<file path="src/verilog/tx_ctrl_pkg.sv">
// ----------------------------------------------------------------------
// tx control package
// lane count, buffer depth and run delay constants, plus the packed
// types for timing, control, sample beats and lane status
// ----------------------------------------------------------------------

package tx_ctrl_pkg;

  localparam int LANE_QTY    = 2;   // antenna lanes
  localparam int CP_BLOC_QTY = 10;  // blocks per CP buffer
  localparam int BLOC_CNT_W  = 4;   // width of block counts
  localparam int RUN_DELAY   = 7;   // cycles from enable to run

  // slot timing from the sync block
  typedef struct packed {
    logic [3:0] symbol;
    logic [7:0] slot;
    logic [9:0] frame;
  } sync_time_t;

  // gpio control word, only bit 15 is decoded here
  typedef struct packed {
    logic        enable;     // bit 15
    logic [14:0] reserved;
  } ctrl_word_t;

  // one beat of the processed sample stream
  typedef struct packed {
    logic        valid;
    logic        sop;
    logic        eop;
    logic [1:0]  ante;       // antenna index, meaningful on sop
    logic [15:0] re;
    logic [15:0] im;
  } sample_t;

  // report from one CP insertion buffer
  typedef struct packed {
    logic [BLOC_CNT_W-1:0] used;   // blocks held
    logic                  wr_eop; // block fully written
    logic                  mem_valid;
    logic                  out_valid;
    logic                  out_sop;
    logic                  full;
  } cp_stat_t;

  // per-lane monitor result
  typedef struct packed {
    logic        room;
    logic        underflow;
    logic [31:0] underflow_cnt;
  } lane_res_t;

  // status word towards gpio
  typedef struct packed {
    logic [31:0] transfer_cnt;
    logic [31:0] underflow0_cnt;
    logic [31:0] underflow1_cnt;
    logic        map_underflow_ev;  // sticky
    logic        cp0_full;
    logic        cp1_full;
    logic        cp0_underflow;
    logic        cp1_underflow;
  } status_t;

endpackage

</file>
<file path="src/verilog/sync_deglitch.sv">
// ----------------------------------------------------------------------
// sync_deglitch
// two capture stages and a held output; the output only takes a value
// seen on two consecutive samples, so one-cycle glitches are dropped
// ----------------------------------------------------------------------

`timescale 1ns/1ps

module sync_deglitch #(
  parameter type payload_t = logic [15:0]
) (
  input  logic     fast_clk,
  input  logic     rst_n,
  input  payload_t din,
  output payload_t dout
);

  payload_t cap1;  // first sample
  payload_t cap2;  // second sample

  always_ff @(posedge fast_clk or negedge rst_n) begin
    if (!rst_n) begin
      cap1 <= '0;
      cap2 <= '0;
    end else begin
      cap1 <= din;
      cap2 <= cap1;
    end
  end

  // hold until two samples agree
  always_ff @(posedge fast_clk or negedge rst_n) begin
    if (!rst_n) begin
      dout <= '0;
    end else if (cap2 == cap1) begin
      dout <= cap2;
    end
  end

endmodule

</file>
<file path="src/verilog/local_run_reset.sv">
// ----------------------------------------------------------------------
// local_run_reset
// releases the run level a fixed number of cycles after enable, and
// drops it again as soon as enable is cleared
// ----------------------------------------------------------------------

`timescale 1ns/1ps

module local_run_reset
  import tx_ctrl_pkg::*;
(
  input  logic       fast_clk,
  input  logic       rst_n,
  input  ctrl_word_t ctrl,
  output logic       run
);

  logic [2:0] run_cnt;  // saturates at RUN_DELAY

  always_ff @(posedge fast_clk or negedge rst_n) begin
    if (!rst_n) begin
      run_cnt <= 3'd0;
    end else if (!ctrl.enable) begin
      run_cnt <= 3'd0;             // restart on disable
    end else if (run_cnt != 3'(RUN_DELAY)) begin
      run_cnt <= run_cnt + 3'd1;
    end
  end

  assign run = (run_cnt == 3'(RUN_DELAY));

endmodule

</file>
<file path="src/verilog/ante_router.sv">
// ----------------------------------------------------------------------
// ante_router
// steers each sample beat to the lane named by the antenna index of the
// packet's sop; unselected lanes see an all-zero beat
// ----------------------------------------------------------------------

`timescale 1ns/1ps

module ante_router
  import tx_ctrl_pkg::*;
(
  input  logic    fast_clk,
  input  logic    rst_n,
  input  logic    run,
  input  sample_t proc_in,
  output sample_t lane_out [LANE_QTY]
);

  logic [1:0] ante_q;    // index of the current packet
  logic [1:0] ante_eff;  // index used for this beat
  logic       new_pkt;

  assign new_pkt  = proc_in.valid & proc_in.sop;
  assign ante_eff = new_pkt ? proc_in.ante : ante_q;  // sop beat steers itself

  always_ff @(posedge fast_clk or negedge rst_n) begin
    if (!rst_n) begin
      ante_q <= 2'd0;
    end else if (!run) begin
      ante_q <= 2'd0;
    end else if (new_pkt) begin
      ante_q <= proc_in.ante;
    end
  end

  // index of LANE_QTY or above matches no lane
  always_comb begin
    for (int n = 0; n < LANE_QTY; n++) begin
      if (ante_eff == 2'(n)) begin
        lane_out[n] = proc_in;
      end else begin
        lane_out[n] = '0;
      end
    end
  end

endmodule

</file>
<file path="src/verilog/lane_monitor.sv">
// ----------------------------------------------------------------------
// lane_monitor
// tracks blocks in flight towards one CP buffer, flags room for another
// block and counts blocks started while the buffer underflows
// ----------------------------------------------------------------------

`timescale 1ns/1ps

module lane_monitor
  import tx_ctrl_pkg::*;
#(
  parameter int LANE = 0
) (
  input  logic       fast_clk,
  input  logic       rst_n,
  input  logic       run,
  input  logic       sched_sop,
  input  logic [1:0] sched_ante,
  input  cp_stat_t   cp_stat,
  output lane_res_t  res
);

  logic [BLOC_CNT_W-1:0] inflight;   // started, not yet in CP buffer
  logic [BLOC_CNT_W:0]   blk_sum;    // inflight + buffered
  logic [31:0]           udf_cnt;
  logic                  blk_start;
  logic                  blk_done;
  logic                  udf;

  assign blk_start = sched_sop & (sched_ante == 2'(LANE));
  assign blk_done  = cp_stat.wr_eop;

  // block credit count
  always_ff @(posedge fast_clk or negedge rst_n) begin
    if (!rst_n) begin
      inflight <= '0;
    end else if (!run) begin
      inflight <= '0;
    end else if (blk_start && !blk_done) begin
      inflight <= inflight + 1'b1;
    end else if (blk_done && !blk_start) begin
      inflight <= inflight - 1'b1;
    end
    // both strobes together leave the count as is
  end

  assign blk_sum = {1'b0, inflight} + {1'b0, cp_stat.used};

  // reading while nothing is stored
  assign udf = cp_stat.out_valid & ~cp_stat.mem_valid;

  always_ff @(posedge fast_clk or negedge rst_n) begin
    if (!rst_n) begin
      udf_cnt <= 32'd0;
    end else if (!run) begin
      udf_cnt <= 32'd0;
    end else if (udf && cp_stat.out_sop) begin
      udf_cnt <= udf_cnt + 32'd1;  // once per output block
    end
  end

  always_comb begin
    res.room          = (blk_sum <= (BLOC_CNT_W + 1)'(CP_BLOC_QTY - 1));
    res.underflow     = udf;
    res.underflow_cnt = udf_cnt;
  end

endmodule

</file>
<file path="src/verilog/tx_status.sv">
// ----------------------------------------------------------------------
// tx_status
// joins the lane results into the upstream output enable and builds the
// status word with transfer count and sticky map underflow
// ----------------------------------------------------------------------

`timescale 1ns/1ps

module tx_status
  import tx_ctrl_pkg::*;
(
  input  logic      fast_clk,
  input  logic      rst_n,
  input  logic      run,
  input  logic      fft_ready,
  input  logic      map_in_eop,
  input  logic      map_empty,
  input  cp_stat_t  cp_stat [LANE_QTY],
  input  lane_res_t lane_res [LANE_QTY],
  output logic      map_out_enable,
  output status_t   status
);

  logic [31:0] transfer_cnt;
  logic        map_udf_ev;
  logic        map_udf;

  // scheduler may start a block only with room in both lanes
  assign map_out_enable = run & fft_ready & lane_res[0].room & lane_res[1].room;

  // both CP buffers starved and nothing left in the map
  assign map_udf = lane_res[0].underflow & lane_res[1].underflow & map_empty;

  always_ff @(posedge fast_clk or negedge rst_n) begin
    if (!rst_n) begin
      transfer_cnt <= 32'd0;
    end else if (!run) begin
      transfer_cnt <= 32'd0;
    end else if (map_in_eop) begin
      transfer_cnt <= transfer_cnt + 32'd1;
    end
  end

  always_ff @(posedge fast_clk or negedge rst_n) begin
    if (!rst_n) begin
      map_udf_ev <= 1'b0;
    end else if (!run) begin
      map_udf_ev <= 1'b0;
    end else if (map_udf) begin
      map_udf_ev <= 1'b1;      // held until disable
    end
  end

  always_comb begin
    status.transfer_cnt     = transfer_cnt;
    status.underflow0_cnt   = lane_res[0].underflow_cnt;
    status.underflow1_cnt   = lane_res[1].underflow_cnt;
    status.map_underflow_ev = map_udf_ev;
    status.cp0_full         = cp_stat[0].full;       // live level
    status.cp1_full         = cp_stat[1].full;
    status.cp0_underflow    = lane_res[0].underflow;
    status.cp1_underflow    = lane_res[1].underflow;
  end

endmodule

</file>
<file path="src/verilog/tx_lane_ctrl.sv">
// ----------------------------------------------------------------------
// tx_lane_ctrl
// control plane around the transmit datapath: deglitch, run reset,
// antenna steering, per-lane credit and underflow, status word
// ----------------------------------------------------------------------

`timescale 1ns/1ps

module tx_lane_ctrl
  import tx_ctrl_pkg::*;
(
  input  logic       fast_clk,
  input  logic       rst_n,
  input  ctrl_word_t gp_control,
  input  sync_time_t sync_time,
  output sync_time_t sync_time_out,
  input  sample_t    proc_in,
  output sample_t    lane_out [LANE_QTY],
  input  logic       sched_sop,
  input  logic [1:0] sched_ante,
  input  logic       map_in_eop,
  input  logic       map_empty,
  input  logic       fft_ready,
  input  cp_stat_t   cp_stat [LANE_QTY],
  output logic       map_out_enable,
  output status_t    status
);

  ctrl_word_t ctrl_dg;              // filtered control word
  logic       run;                  // local run level
  lane_res_t  lane_res [LANE_QTY];

  // slot timing and control word come from another timing source
  sync_deglitch #(
    .payload_t (sync_time_t)
  ) u_time_dg (
    .fast_clk (fast_clk),
    .rst_n    (rst_n),
    .din      (sync_time),
    .dout     (sync_time_out)
  );

  sync_deglitch #(
    .payload_t (ctrl_word_t)
  ) u_ctrl_dg (
    .fast_clk (fast_clk),
    .rst_n    (rst_n),
    .din      (gp_control),
    .dout     (ctrl_dg)
  );

  local_run_reset u_run_rst (
    .fast_clk (fast_clk),
    .rst_n    (rst_n),
    .ctrl     (ctrl_dg),
    .run      (run)
  );

  ante_router u_router (
    .fast_clk (fast_clk),
    .rst_n    (rst_n),
    .run      (run),
    .proc_in  (proc_in),
    .lane_out (lane_out)
  );

  // one monitor per antenna lane
  for (genvar n = 0; n < LANE_QTY; n++) begin : g_lane
    lane_monitor #(
      .LANE (n)
    ) u_lane_mon (
      .fast_clk   (fast_clk),
      .rst_n      (rst_n),
      .run        (run),
      .sched_sop  (sched_sop),
      .sched_ante (sched_ante),
      .cp_stat    (cp_stat[n]),
      .res        (lane_res[n])
    );
  end

  tx_status u_status (
    .fast_clk       (fast_clk),
    .rst_n          (rst_n),
    .run            (run),
    .fft_ready      (fft_ready),
    .map_in_eop     (map_in_eop),
    .map_empty      (map_empty),
    .cp_stat        (cp_stat),
    .lane_res       (lane_res),
    .map_out_enable (map_out_enable),
    .status         (status)
  );

endmodule

</file>
<file path="config.mk">
export PLATFORM = sky130hd
export DESIGN_NAME = tx_lane_ctrl
export DESIGN_NICKNAME = d
export VERILOG_FILES = /design/src/verilog/tx_ctrl_pkg.sv /design/src/verilog/sync_deglitch.sv /design/src/verilog/local_run_reset.sv /design/src/verilog/ante_router.sv /design/src/verilog/lane_monitor.sv /design/src/verilog/tx_status.sv /design/src/verilog/tx_lane_ctrl.sv
export SDC_FILE = /design/constraint.sdc
export NUM_CORES = 1
export LEC_CHECK = 0
export ABC_CLOCK_PERIOD_IN_PS = 3000
export BUFFER_PORTS_ARGS = -buffer_cell sky130_fd_sc_hd__buf_2
export CELL_PAD_IN_SITES_DETAIL_PLACEMENT = 1
export CELL_PAD_IN_SITES_GLOBAL_PLACEMENT = 2
export CORE_ASPECT_RATIO = 1.75
export CORE_MARGIN = 2
export CORE_UTILIZATION = 34
export CTS_CLUSTER_DIAMETER = 40
export DETAILED_ROUTE_END_ITERATION = 16
export HOLD_SLACK_MARGIN = 0.03
export PLACE_DENSITY = 0.85
export RECOVER_POWER = 25
export SETUP_SLACK_MARGIN = 0.15
export SLEW_MARGIN = 20
export SYNTH_ARGS = -nofsm -noshare
export SYNTH_HDL_FRONTEND = slang
export SYNTH_HIERARCHICAL = 1
export SYNTH_SLANG_ARGS = --single-unit
</file>
<file path="constraint.sdc">
create_clock -name fast_clk -period 3 [get_ports fast_clk]
set_clock_uncertainty 0.05 [all_clocks]
set_input_delay 0.6 -clock fast_clk [delete_from_list [all_inputs] [get_ports fast_clk]]
set_output_delay 0.6 -clock fast_clk [all_outputs]
set_load 0.005 [all_outputs]
</file>
==> metrics.yaml <==
route:
  first_pass_iters: 4
  routed.top_layer: "met4"
  vias: 7892
  dr_wl_met3_mm: 1.55
  met1_length_mm: 9.81
  wl_mm: 29.4
  wl_met2_mm: 17.2
  vias_per_cell: 4.87
  drtIter0Drc: 170
  drc: 0
  wl_per_cell_microns: 18.1
  ant_nets: 0
setup_path:
  cp-startpoint: "g_lane[0].u_lane_mon/inflight[0]$_DFFE_PN0P_"
  critical_path.endpoint_type: "output pin"
  crit_type: "register to output pin"
  cp_slowest_cell: "dfrtp_1"
  r2r_start: "u_run_rst/run_cnt[0]$_DFFE_PN0P_"
  path_buf_inv: 2
  cp_cell_sequence: "ha_2 -> buf_4 -> a21o_1 -> a211oi_1 -> a211oi_2 -> a221oi_2 -> and4_1 -> buf_2"
  critPathRequiredTime_ns: 2.35
  crit_fanout: 3
  slowest_delay_ns: 0.42
  cp.arrival_ns: 2.51
  crit_family: "compound AO/OA/AOI/OAI gates"
  start_kind: "register"
clock_network:
  clockRootBuffer: "clkbuf_16"
  cts.sinks: 209
  cts_buffers: 26
  cts.reportedPaths.clkPinSlew_ns: 0.07
  clock_latency_ns: 0.55
  cts_buffer_depth: 3
  htreeDepth: 1
  cts_tree: "built"
yosys:
  ys_warn_count: 6
  syn_area_sq_mm: 0.0107
  synth_fp_nets: 1080
  avgSynthCellArea_sq_um: 11.2
  syn_inst: 958
min_path:
  hold_path.class: "input port to register"
  hold_start: "sync_time[6]"
pwr:
  power_density_mw_per_mm2: 503
  vdd_drop_max_mv: 0.361
  p_leak_nw: 6.52
outcome:
  outcome: "complete, but fails checks"
  violations: "capacitance limit, slew limit, setup timing"
sta:
  period_share_pct: 105
  final-setup-viol-count: 1
  tightestPinTransition_ns: 2.32
  tns_ns: -0.156
  rsz0062_at_grt: "true"
  fmax_mhz: 317
  slew_headroom_pct: -55.0
  whs_ns: 0.0997
  finalCriticalPeriod_ns: 3.16
  hold_violations: 0
  layout_setup_ws_ns: -0.156
  drv_slew: 82
global_route:
  overflow: 0
  grt_start_max_net_pins: 88
  grt_pass1_wl_mm: 46.6
  grtUsageTotal_pct: 17.3
  grt_pass1_vias: 8620
  antenna_found_initial: 2
floorplanning:
  ios: 299
  core-area_sq_mm: 0.0313
  fp.dieH_microns: 239
  dieArea_sq_mm: 0.0331
  die_w_microns: 138
  row_count: 86
  start_util_pct: 34.3
placed_design:
  portBuffers: 294
  dp_hpwl_mm: 21.6
  gp_congestion: 0.776
cells_and_area:
  syn_to_final_growth_pct: 23.0
  nets: 1325
  drive_above_1_share_pct: 36.6
job:
  drv_cap: 1
worst reg2reg max path, stage by stage (launching register included):
cell and delay [ns]:
dfrtp_1 0.36, ha_1 0.17, ha_2 0.21, nor2b_1 0.47, nor3_2 0.10, buf_4 0.20
and4_2 0.25, xor2_1 0.14, and2_1 0.16
flip-flops by register name (all words and copies together), names as in the netlist:
register / count
u_time_dg/dout: 22
u_run_rst/run_cnt: 3
u_ctrl_dg/dout: 1
u_router/ante_q: 2
u_time_dg/cap1: 22
u_ctrl_dg/cap1: 16
g_lane.u_lane_mon/inflight: 8
u_time_dg/cap2: 22
u_ctrl_dg/cap2: 16
g_lane.u_lane_mon/udf_cnt: 64
u_status/transfer_cnt: 32
u_status/map_udf_ev: 1
layer usage:
layer / vias up / global-route usage, %
li1: 3648 / -
met1: 3953 / 17.0
met2: 248 / 35.3
met3: 43 / 3.10
met4: 0 / 6.56
met5: - / 0
cell type report:
type                    count  area [sq um]
diodes                      2          5.00
clock buffers              30           696
clock inverters            18           250
fillers                  3567         18100
inverters                  23          86.3
multi-input cells         629          4760
flip-flops and latches    209          5230
well taps                 396           495
repair buffers            314          1680
path summary, 6_finish.rpt:
kind                       cells past startpoint                                           end  slack (ns)
setup / recovery                               8                                map_out_enable       -0.16
hold / removal                                 1                   u_time_dg/cap1[6]$_DFF_PN0_         0.1
setup reg to reg                               8          u_status/transfer_cnt[8]$_DFFE_PN0P_        0.76
hold reg to reg                                0                   u_ctrl_dg/cap2[1]$_DFF_PN0_        0.34
max in group asynchronous                      1                  u_ctrl_dg/cap1[11]$_DFF_PN0_        0.83
min in group asynchronous                      1  g_lane[0].u_lane_mon/udf_cnt[20]$_DFFE_PN0P_        0.69
stage by stage:
stage	std cells	worst slack (ns)	cell area (sq um)	total power, mW	util, %
2_1_floorplan	958	0.430	10700	3.09	-
3_3_place_gp	1568	0.133	12200	3.30	38.9
3_5_place_dp	1568	0.105	12200	3.31	38.9
4_1_cts	1617	-0.164	13200	6.76	42.0
5_1_grt	1621	-0.306	13200	6.91	42.2
6_report	1621	-0.156	13200	6.64	42.2
power breakdown:
group	total (mW)	internal (mW)	switching [mW]
Clock	3.38	2.05	1.33
Combinational	0.354	0.160	0.194
Sequential	2.91	2.87	0.0377
Total	6.64	5.08	1.56
timing repair:
item,4_1_cts,5_1_grt
cloned,0,1
hold endpoints to repair,0,0
endpoints found under the setup margin,1,36
pin swaps,4,2
hold buffers,0,0
gates resized for setup,5,3
buffers inserted,1,1
placed cells by master, fill, tap and decap left out, types with 5 or more instances in the layout:
master	instances
a211oi_1	5
a21boi_0	6
a21o_1	6
a21oi_1	6
and2_1	67
and2_2	7
and2_4	18
and3_1	7
and4_1	6
buf_12	5
buf_2	289
buf_4	15
clkbuf_1	5
clkbuf_16	26
dfrtp_1	209
ha_1	14
inv_1	22
mux2_4	20
mux2i_1	11
nand2_1	51
nand2b_1	6
nand3_1	39
nand4_1	30
nand4_2	5
nor2_1	44
nor2b_1	46
nor3_1	16
nor4_1	11
nor4_2	7
nor4_4	5
o21ai_0	8
or3_1	7
xnor2_1	86
xor2_1	35
Note: power is estimated with default switching activity, not from simulation.
